<file path="config.mk">
export PLATFORM = sky130hd
export DESIGN_NAME = core_top
export DESIGN_NICKNAME = d
export VERILOG_FILES = /design/src/logic/core_pkg.sv /design/src/logic/fetch_axi.sv /design/src/logic/decode_stage.sv /design/src/logic/exec_wb_stage.sv /design/src/logic/regfile.sv /design/src/logic/core_top.sv
export VERILOG_INCLUDE_DIRS = /design/src /design/src/logic
export SDC_FILE = /design/constraint.sdc
export NUM_CORES = 2
export LEC_CHECK = 0
export BUFFER_PORTS_ARGS = -buffer_cell sky130_fd_sc_hd__buf_4
export CAP_MARGIN = 10
export CORE_MARGIN = 2
export CORE_UTILIZATION = 41
export CTS_CLUSTER_SIZE = 12
export DETAILED_ROUTE_END_ITERATION = 10
export GPL_ROUTABILITY_DRIVEN = 0
export HOLD_SLACK_MARGIN = 0.06
export SYNTH_ARGS = -nofsm -noshare
export SYNTH_HDL_FRONTEND = slang
export SYNTH_SLANG_ARGS = --single-unit
</file>
<file path="constraint.sdc">
create_clock -name clk -period 11.7 [get_ports clk]
set_clock_uncertainty 0.05 [all_clocks]
set_input_delay 1.755 -clock clk [delete_from_list [all_inputs] [get_ports clk]]
set_output_delay 1.755 -clock clk [all_outputs]
set_load 0.01 [all_outputs]
</file>
<file path="src/logic/core_config.svh">
`ifndef CORE_CONFIG_SVH
`define CORE_CONFIG_SVH

// first fetch address after reset
`define CORE_RESET_PC 32'h1c00_0000

// architectural register count, r0 included
`define CORE_NUM_REGS 32

// pc step between sequential fetches
`define CORE_INST_BYTES 32'd4

// add.w major opcode, compared against inst[31:15]
`define CORE_OP_ADD_W 17'h00020

// addi.w major opcode, compared against inst[31:22]
`define CORE_OP_ADDI_W 10'h00a

// 3R format: rd in [4:0], rj in [9:5], rk in [14:10]
// 2RI12 format: rd in [4:0], rj in [9:5], si12 in [21:10]

`endif

</file>
<file path="src/logic/core_pkg.sv">
package core_pkg;

    // data word or byte address
    typedef logic [31:0] word_t;

    // raw instruction word as fetched
    typedef logic [31:0] inst_t;

    // register number, r0 to r31
    typedef logic [4:0] reg_idx_t;

    // fetch FSM
    // address phase drives AR, data phase waits for R
    typedef enum logic {
        FETCH_ADDR,
        FETCH_DATA
    } fetch_state_e;

endpackage

</file>
<file path="src/logic/fetch_axi.sv">
`timescale 1ns/100ps
`include "core_config.svh"

module fetch_axi (
    input  logic                 clk,
    input  logic                 arst_n_i,
    // AXI4-Lite read address channel
    output core_pkg::word_t      araddr_o,
    output logic                 arvalid_o,
    input  logic                 arready_i,
    // AXI4-Lite read data channel
    input  core_pkg::inst_t      rdata_i,
    input  logic [1:0]           rresp_i,
    input  logic                 rvalid_i,
    output logic                 rready_o,
    // fetched word towards decode
    output logic                 if_valid_o,
    output core_pkg::inst_t      if_inst_o,
    output core_pkg::word_t      if_pc_o
);

    core_pkg::fetch_state_e state_q;
    core_pkg::word_t        pc_q;
    logic                   arvalid_q;
    logic                   rready_q;
    logic                   ar_done;
    logic                   r_done;

    // handshakes complete on an edge with valid and ready both high
    assign ar_done = arvalid_q & arready_i;
    assign r_done  = rvalid_i & rready_q;

    // address held from pc until the AR handshake
    assign araddr_o  = pc_q;
    assign arvalid_o = arvalid_q;
    assign rready_o  = rready_q;

    // only one read in flight, so the FSM alternates between phases
    always_ff @(posedge clk or negedge arst_n_i) begin
        if (!arst_n_i) begin
            state_q    <= core_pkg::FETCH_ADDR;
            pc_q       <= `CORE_RESET_PC;
            arvalid_q  <= 1'b0;
            rready_q   <= 1'b0;
            if_valid_o <= 1'b0;
        end else begin
            // one cycle pulse per returned word
            if_valid_o <= r_done;
            case (state_q)
                core_pkg::FETCH_ADDR: begin
                    if (ar_done) begin
                        arvalid_q <= 1'b0;
                        rready_q  <= 1'b1;
                        state_q   <= core_pkg::FETCH_DATA;
                    end else begin
                        // raised first cycle after reset, then held until accepted
                        arvalid_q <= 1'b1;
                    end
                end
                core_pkg::FETCH_DATA: begin
                    if (r_done) begin
                        rready_q  <= 1'b0;
                        arvalid_q <= 1'b1;
                        pc_q      <= pc_q + `CORE_INST_BYTES;
                        state_q   <= core_pkg::FETCH_ADDR;
                    end
                end
                default: state_q <= core_pkg::FETCH_ADDR;
            endcase
        end
    end

    // word and its pc captured together, rresp_i is taken as is
    always_ff @(posedge clk) begin
        if (r_done) begin
            if_inst_o <= rdata_i;
            if_pc_o   <= pc_q;
        end
    end

endmodule

</file>
<file path="src/logic/decode_stage.sv">
`timescale 1ns/100ps
`include "core_config.svh"

module decode_stage (
    input  logic                 clk,
    input  logic                 arst_n_i,
    // from fetch
    input  logic                 if_valid_i,
    input  core_pkg::inst_t      if_inst_i,
    input  core_pkg::word_t      if_pc_i,
    // register file read ports
    output core_pkg::reg_idx_t   rf_raddr1_o,
    output core_pkg::reg_idx_t   rf_raddr2_o,
    input  core_pkg::word_t      rf_rdata1_i,
    input  core_pkg::word_t      rf_rdata2_i,
    // bypass from the execute slot
    input  logic                 ex_fwd_we_i,
    input  core_pkg::reg_idx_t   ex_fwd_rd_i,
    input  core_pkg::word_t      ex_fwd_data_i,
    // bypass from the writeback register
    input  logic                 wb_we_i,
    input  core_pkg::reg_idx_t   wb_rd_i,
    input  core_pkg::word_t      wb_data_i,
    // execute slot
    output logic                 id_valid_o,
    output core_pkg::word_t      id_pc_o,
    output core_pkg::reg_idx_t   id_rd_o,
    output logic                 id_we_o,
    output core_pkg::word_t      id_src1_o,
    output core_pkg::word_t      id_src2_o
);

    core_pkg::reg_idx_t rd;
    core_pkg::word_t    imm;
    core_pkg::word_t    src1_byp;
    core_pkg::word_t    src2_byp;
    logic               is_add;
    logic               is_addi;

    // youngest producer wins, r0 is always zero
    function automatic core_pkg::word_t bypass_sel(
        input core_pkg::reg_idx_t idx,
        input core_pkg::word_t    rf_val
    );
        core_pkg::word_t val;
        if (idx == '0) begin
            val = '0;
        end else if (ex_fwd_we_i && (ex_fwd_rd_i == idx)) begin
            val = ex_fwd_data_i;
        end else if (wb_we_i && (wb_rd_i == idx)) begin
            val = wb_data_i;
        end else begin
            val = rf_val;
        end
        return val;
    endfunction

    // field split
    assign rd          = if_inst_i[4:0];
    assign rf_raddr1_o = if_inst_i[9:5];
    assign rf_raddr2_o = if_inst_i[14:10];
    assign is_add      = (if_inst_i[31:15] == `CORE_OP_ADD_W);
    assign is_addi     = (if_inst_i[31:22] == `CORE_OP_ADDI_W);
    // si12 sign extended
    assign imm         = {{20{if_inst_i[21]}}, if_inst_i[21:10]};

    always_comb begin
        src1_byp = bypass_sel(rf_raddr1_o, rf_rdata1_i);
        src2_byp = bypass_sel(rf_raddr2_o, rf_rdata2_i);
    end

    // unknown encodings and writes to r0 retire without a write
    always_ff @(posedge clk or negedge arst_n_i) begin
        if (!arst_n_i) begin
            id_valid_o <= 1'b0;
            id_we_o    <= 1'b0;
        end else begin
            id_valid_o <= if_valid_i;
            id_we_o    <= if_valid_i & (is_add | is_addi) & (rd != '0);
        end
    end

    always_ff @(posedge clk) begin
        if (if_valid_i) begin
            id_pc_o   <= if_pc_i;
            id_rd_o   <= rd;
            id_src1_o <= src1_byp;
            // immediate replaces rk for addi.w
            id_src2_o <= is_addi ? imm : src2_byp;
        end
    end

endmodule

</file>
<file path="src/logic/exec_wb_stage.sv">
`timescale 1ns/100ps

module exec_wb_stage (
    input  logic                 clk,
    input  logic                 arst_n_i,
    // from decode
    input  logic                 id_valid_i,
    input  core_pkg::word_t      id_pc_i,
    input  core_pkg::reg_idx_t   id_rd_i,
    input  logic                 id_we_i,
    input  core_pkg::word_t      id_src1_i,
    input  core_pkg::word_t      id_src2_i,
    // execute slot bypass
    output logic                 ex_fwd_we_o,
    output core_pkg::reg_idx_t   ex_fwd_rd_o,
    output core_pkg::word_t      ex_fwd_data_o,
    // writeback register, feeds regfile and debug port
    output logic                 wb_we_o,
    output core_pkg::reg_idx_t   wb_rd_o,
    output core_pkg::word_t      wb_data_o,
    output core_pkg::word_t      wb_pc_o
);

    logic               ex_valid_q;
    logic               ex_we_q;
    core_pkg::word_t    ex_pc_q;
    core_pkg::reg_idx_t ex_rd_q;
    core_pkg::word_t    ex_src1_q;
    core_pkg::word_t    ex_src2_q;
    core_pkg::word_t    ex_sum;

    // add.w and addi.w share the adder, 32-bit wraparound
    assign ex_sum = ex_src1_q + ex_src2_q;

    assign ex_fwd_we_o   = ex_we_q;
    assign ex_fwd_rd_o   = ex_rd_q;
    assign ex_fwd_data_o = ex_sum;

    // bubbles never write
    always_ff @(posedge clk or negedge arst_n_i) begin
        if (!arst_n_i) begin
            ex_valid_q <= 1'b0;
            ex_we_q    <= 1'b0;
            wb_we_o    <= 1'b0;
        end else begin
            ex_valid_q <= id_valid_i;
            ex_we_q    <= id_valid_i & id_we_i;
            wb_we_o    <= ex_we_q;
        end
    end

    always_ff @(posedge clk) begin
        if (id_valid_i) begin
            ex_pc_q   <= id_pc_i;
            ex_rd_q   <= id_rd_i;
            ex_src1_q <= id_src1_i;
            ex_src2_q <= id_src2_i;
        end
        // pc tracks every retiring instruction, no-ops too
        if (ex_valid_q) begin
            wb_pc_o   <= ex_pc_q;
            wb_rd_o   <= ex_rd_q;
            wb_data_o <= ex_sum;
        end
    end

endmodule

</file>
<file path="src/logic/regfile.sv">
`timescale 1ns/100ps
`include "core_config.svh"

module regfile (
    input  logic                 clk,
    input  logic                 arst_n_i,
    input  core_pkg::reg_idx_t   raddr1_i,
    input  core_pkg::reg_idx_t   raddr2_i,
    output core_pkg::word_t      rdata1_o,
    output core_pkg::word_t      rdata2_o,
    input  logic                 we_i,
    input  core_pkg::reg_idx_t   waddr_i,
    input  core_pkg::word_t      wdata_i
);

    core_pkg::word_t regs_q [`CORE_NUM_REGS];

    // asynchronous read, r0 forced to zero
    assign rdata1_o = (raddr1_i == '0) ? '0 : regs_q[raddr1_i];
    assign rdata2_o = (raddr2_i == '0) ? '0 : regs_q[raddr2_i];

    // write lands at the edge, entry 0 is never written
    always_ff @(posedge clk or negedge arst_n_i) begin
        if (!arst_n_i) begin
            for (int i = 0; i < `CORE_NUM_REGS; i++) begin
                regs_q[i] <= '0;
            end
        end else if (we_i && (waddr_i != '0)) begin
            regs_q[waddr_i] <= wdata_i;
        end
    end

endmodule

</file>
<file path="src/logic/core_top.sv">
`timescale 1ns/100ps

module core_top (
    input  logic                 clk,
    input  logic                 arst_n_i,
    // AXI4-Lite read channel
    output core_pkg::word_t      araddr_o,
    output logic                 arvalid_o,
    input  logic                 arready_i,
    input  core_pkg::inst_t      rdata_i,
    input  logic [1:0]           rresp_i,
    input  logic                 rvalid_i,
    output logic                 rready_o,
    // writeback debug port
    output core_pkg::word_t      debug_wb_pc_o,
    output logic                 debug_wb_rf_we_o,
    output core_pkg::reg_idx_t   debug_wb_rf_wnum_o,
    output core_pkg::word_t      debug_wb_rf_wdata_o
);

    // fetch to decode
    logic               if_valid;
    core_pkg::inst_t    if_inst;
    core_pkg::word_t    if_pc;

    // decode to execute
    logic               id_valid;
    core_pkg::word_t    id_pc;
    core_pkg::reg_idx_t id_rd;
    logic               id_we;
    core_pkg::word_t    id_src1;
    core_pkg::word_t    id_src2;

    // register file reads
    core_pkg::reg_idx_t rf_raddr1;
    core_pkg::reg_idx_t rf_raddr2;
    core_pkg::word_t    rf_rdata1;
    core_pkg::word_t    rf_rdata2;

    // bypass and writeback
    logic               ex_fwd_we;
    core_pkg::reg_idx_t ex_fwd_rd;
    core_pkg::word_t    ex_fwd_data;
    logic               wb_we;
    core_pkg::reg_idx_t wb_rd;
    core_pkg::word_t    wb_data;
    core_pkg::word_t    wb_pc;

    fetch_axi i_fetch_axi (
        .clk        (clk),        .arst_n_i   (arst_n_i),
        .araddr_o   (araddr_o),   .arvalid_o  (arvalid_o),  .arready_i (arready_i),
        .rdata_i    (rdata_i),    .rresp_i    (rresp_i),    .rvalid_i  (rvalid_i),
        .rready_o   (rready_o),   .if_valid_o (if_valid),   .if_inst_o (if_inst),
        .if_pc_o    (if_pc)
    );

    decode_stage i_decode_stage (
        .clk           (clk),         .arst_n_i      (arst_n_i),
        .if_valid_i    (if_valid),    .if_inst_i     (if_inst),    .if_pc_i    (if_pc),
        .rf_raddr1_o   (rf_raddr1),   .rf_raddr2_o   (rf_raddr2),
        .rf_rdata1_i   (rf_rdata1),   .rf_rdata2_i   (rf_rdata2),
        .ex_fwd_we_i   (ex_fwd_we),   .ex_fwd_rd_i   (ex_fwd_rd),  .ex_fwd_data_i (ex_fwd_data),
        .wb_we_i       (wb_we),       .wb_rd_i       (wb_rd),      .wb_data_i  (wb_data),
        .id_valid_o    (id_valid),    .id_pc_o       (id_pc),      .id_rd_o    (id_rd),
        .id_we_o       (id_we),       .id_src1_o     (id_src1),    .id_src2_o  (id_src2)
    );

    exec_wb_stage i_exec_wb_stage (
        .clk           (clk),         .arst_n_i      (arst_n_i),
        .id_valid_i    (id_valid),    .id_pc_i       (id_pc),      .id_rd_i    (id_rd),
        .id_we_i       (id_we),       .id_src1_i     (id_src1),    .id_src2_i  (id_src2),
        .ex_fwd_we_o   (ex_fwd_we),   .ex_fwd_rd_o   (ex_fwd_rd),  .ex_fwd_data_o (ex_fwd_data),
        .wb_we_o       (wb_we),       .wb_rd_o       (wb_rd),      .wb_data_o  (wb_data),
        .wb_pc_o       (wb_pc)
    );

    regfile i_regfile (
        .clk      (clk),       .arst_n_i (arst_n_i),
        .raddr1_i (rf_raddr1), .raddr2_i (rf_raddr2),
        .rdata1_o (rf_rdata1), .rdata2_o (rf_rdata2),
        .we_i     (wb_we),     .waddr_i  (wb_rd),     .wdata_i  (wb_data)
    );

    // debug port is the writeback register itself
    assign debug_wb_pc_o       = wb_pc;
    assign debug_wb_rf_we_o    = wb_we;
    assign debug_wb_rf_wnum_o  = wb_rd;
    assign debug_wb_rf_wdata_o = wb_data;

endmodule

</file>
==> results.py <==
metrics = {
    "run_status": {
        "outcome": "completed",
    },
    "critical_path": {
        "cp.arrival_ns": 5.36,
        "critPathMaxStageDelay_ns": 0.79,
        "path_max_fanout": 38,
        "crit_slowest_cell": "buf_4",
        "critPathLaunchType": "flip-flop",
        "crit_path_end_kind": "flip-flop",
        "crit_top_cell": "buf_4",
        "reg2regPathDepth": 9,
        "path_cells": "buf_4 > buf_4 > buf_4 > mux4_2 > mux4_2 > mux2i_1 > nand2_1 > o21ai_0 > o221ai_1",
        "worstPathRequired_ns": 12.15,
        "crit_type": "flip-flop to flip-flop",
    },
    "timing": {
        "worst_pin_slew_ns": 1.20,
        "finalSetupViolCount": 0,
        "finalCritPeriodShare_pct": 42.0,
        "maxSlewHeadroom_pct": 19.7,
        "hold_slack_ns": 0.342,
        "setup_tns_ns": 0,
        "post-route-min-period_ns": 4.91,
        "drv_slew": 0,
        "max_freq_mhz": 204,
        "hold_viol": 0,
        "rsz0062_at_grt": "no",
    },
    "clock_tree": {
        "ctsHoldBuffers": 0,
        "cts_buffer_depth": 3,
        "cts_tree": "yes",
        "cts_resized": 0,
        "post_cts_buffers": 0,
        "cts_buffers": 153,
        "clk_latency_ns": 0.80,
        "clk_pin_slew_ns": 0.06,
        "cts_max_level": 4,
        "cts-root-buf": "clkbuf_16",
        "clock_sinks": 1390,
    },
    "logic_synthesis": {
        "synthFlopType": "dfrtp_1",
        "async_flop_share_pct": 76.5,
        "synth_edf_count": 327,
        "synth_top_area_share_pct": 38.7,
        "yosysTopAreaCell": "dfrtp_1",
        "syn_inst": 4226,
        "synth.distinct_cells": 63,
        "synthTopCellsByArea": "dfrtp_1 39%, mux4_2 21%, mux2_2 16%",
        "avgSynthCellArea_um2": 16.2,
        "synth_seq_area_share_pct": 53.1,
        "ys.warnings.count": 0,
        "synth-seq-cells": 1390,
        "synth_area_mm2": 0.0686,
    },
    "layout": {
        "nets": 4275,
        "n_fill_cell": 14600,
        "area_delta_synth_final_pct": 11.8,
        "antenna-diode-count": 0,
        "drive_above_1_share_pct": 49.0,
    },
    "global_route": {
        "grt_pass1_wl_um": 288000,
        "grt_antenna_before_repair": 5,
        "grt_max_degree": 178,
        "track_usage_pct": 23.5,
        "grt_overflow": 0,
        "first_global_vias": 40400,
    },
    "die": {
        "die-area_mm2": 0.171,
        "rows": 150,
        "initial_core_util_pct": 41.2,
        "io_pins": 142,
        "die_x_um": 413,
        "die_h_um": 413,
        "core_area_mm2": 0.167,
    },
    "detailed_routing": {
        "drc": 0,
        "dr.pass1.iters": 6,
        "num_vias": 39900,
        "wirelength_um": 199000,
        "ant_nets": 0,
        "post_drt_wl_per_cell_um": 30.4,
        "viasPerCell": 6.10,
        "first_iter_violations": 3820,
    },
    "run": {
        "drv_cap": 0,
    },
    "power_and_ir_drop": {
        "p_per_area_mw_per_mm2": 163,
        "peakVddDrop_mv": 0.140,
        "p_leak_nw": 33.8,
    },
    "place": {
        "dp_hpwl_um": 109000,
        "io_buffers": 135,
    },
    "hold_path": {
        "hp-class": "flip-flop to flip-flop",
        "hold_path_depth": 0,
    },
}
registers in the layout (all words and copies together), names as in the netlist, 5 cells and up:
name and flops:
i_regfile.regs_q 1024, i_decode_stage.id_src1_o 32, i_decode_stage.id_src2_o 32, i_exec_wb_stage.ex_src1_q 32, i_exec_wb_stage.ex_src2_q 32, i_exec_wb_stage.wb_data_o 32
i_fetch_axi.if_inst_o 32, i_decode_stage.id_pc_o 30, i_exec_wb_stage.ex_pc_q 30, i_exec_wb_stage.wb_pc_o 30, i_fetch_axi.araddr_o 30, i_fetch_axi.if_pc_o 30
i_decode_stage.id_rd_o 5, i_exec_wb_stage.ex_fwd_rd_o 5, i_exec_wb_stage.wb_rd_o 5
final cells by class:
type	count	area, µm²	share of cell area [%]
Sequential cell	1390	36400	47.5
Timing Repair Buffer	239	1950	2.54
Multi-Input combinational cell	2399	30600	39.9
Clock buffer	227	4350	5.67
Inverter	21	78.8	0.103
Tap cell	2204	2760	3.59
Clock inverter	52	537	0.700
logic make-up after synthesis:
logic type | Yosys count | synth area share, %
mux | 1694 | 37.9
flops | 1390 | 53.1
other cells | 1 | 0.00547
xor+xnor | 80 | 1.02
buf+inv | 440 | 2.67
fa+ha+maj | 33 | 0.613
compound gates | 281 | 2.60
simple gates | 307 | 2.05
per-layer routing:
layer,global-route usage [%],wire [µm],up-vias,part of all wire [%]
met5,0,66,-,0.033
met4,7.78,6690,10,3.4
met3,5.55,15100,350,7.6
met2,35.6,90800,1429,46
met1,33.4,86100,21600,43
li1,-,-,16400,-
stage by stage:
step	cell area (µm²)	worst slack [ns]	cells	power (mW)	util, %
3_5_place_dp	71800	6.78	6253	7.85	43.1
6_report	76700	6.79	6532	12.5	46.0
2_1_floorplan	68600	6.60	4229	6.96	-
5_1_grt	76700	6.52	6532	13.0	46.0
3_3_place_gp	71800	6.74	6253	7.84	43.1
4_1_cts	76700	6.72	6532	12.6	46.0
report_power, final:
group | internal, mW | switching (mW) | total, mW
registers | 5.36 | 0.280 | 5.64
clock network | 2.67 | 2.07 | 4.74
logic | 0.672 | 1.44 | 2.11
total | 8.70 | 3.79 | 12.5
final timing paths:
check,slack (ns),from,to
worst max-delay path,6.79,i_fetch_axi.if_inst_o[10],i_decode_stage.id_src2_o[8]
min in group asynchronous,0.96,arst_n_i,i_fetch_axi.araddr_o[14]
max in group asynchronous,8.20,arst_n_i,i_regfile.regs_q[135]
worst max register to register,6.79,i_fetch_axi.if_inst_o[10],i_decode_stage.id_src2_o[8]
worst min register to register,0.34,i_regfile.regs_q[1014],i_regfile.regs_q[1014]
worst min-delay path,0.34,i_regfile.regs_q[1014],i_regfile.regs_q[1014]
worst max-delay path, delay by kind of cell (launching register included):
family                 cells  cell delay [ns]
muxes                      3             1.56
AOI/OAI and AO/OA          2             0.24
buffers and inverters      3             2.13
DFF                        1             0.39
and+or+nand+nor            1             0.11
synthesized netlist by cell type, types with 13 or more instances:
cell	count
inv_1	21
clkbuf_1	280
xnor2_1	43
buf_1	56
a21oi_1	40
buf_2	57
o22ai_1	27
nand2b_1	13
buf_4	23
edfxtp_1	327
mux2_2	992
nand2_1	135
mux2i_1	76
ha_1	32
mux4_2	626
nand3_1	22
dfrtp_1	1060
xor2_1	37
a21o_1	13
a211oi_1	15
o21ai_0	100
nor2_1	60
nor3_1	19
placed cells by master, fill, tap and decap left out, types with 12 or more instances in the layout:
| master | synthesis | final |
|---|---|---|
| o22ai_1 | 27 | 27 |
| xnor2_1 | 43 | 43 |
| nor2_1 | 60 | 46 |
| clkinv_2 | 0 | 19 |
| inv_1 | 21 | 21 |
| clkbuf_1 | 280 | 50 |
| a211oi_1 | 15 | 15 |
| edfxtp_1 | 327 | 327 |
| buf_12 | 0 | 12 |
| mux2i_1 | 76 | 76 |
| buf_4 | 23 | 226 |
| o21ai_0 | 100 | 100 |
| clkinv_1 | 0 | 14 |
| ha_1 | 32 | 32 |
| dfrtp_1 | 1060 | 1057 |
| clkbuf_8 | 0 | 24 |
| nand2b_1 | 13 | 12 |
| nand2_1 | 135 | 126 |
| a21oi_1 | 40 | 40 |
| mux2_2 | 992 | 992 |
| nand3_1 | 22 | 18 |
| clkbuf_16 | 0 | 153 |
| nor3_1 | 19 | 15 |
| a21o_1 | 13 | 13 |
| nor2_4 | 0 | 14 |
| xor2_1 | 37 | 37 |
| mux4_2 | 626 | 626 |
Power figures use the tool's default switching activity.
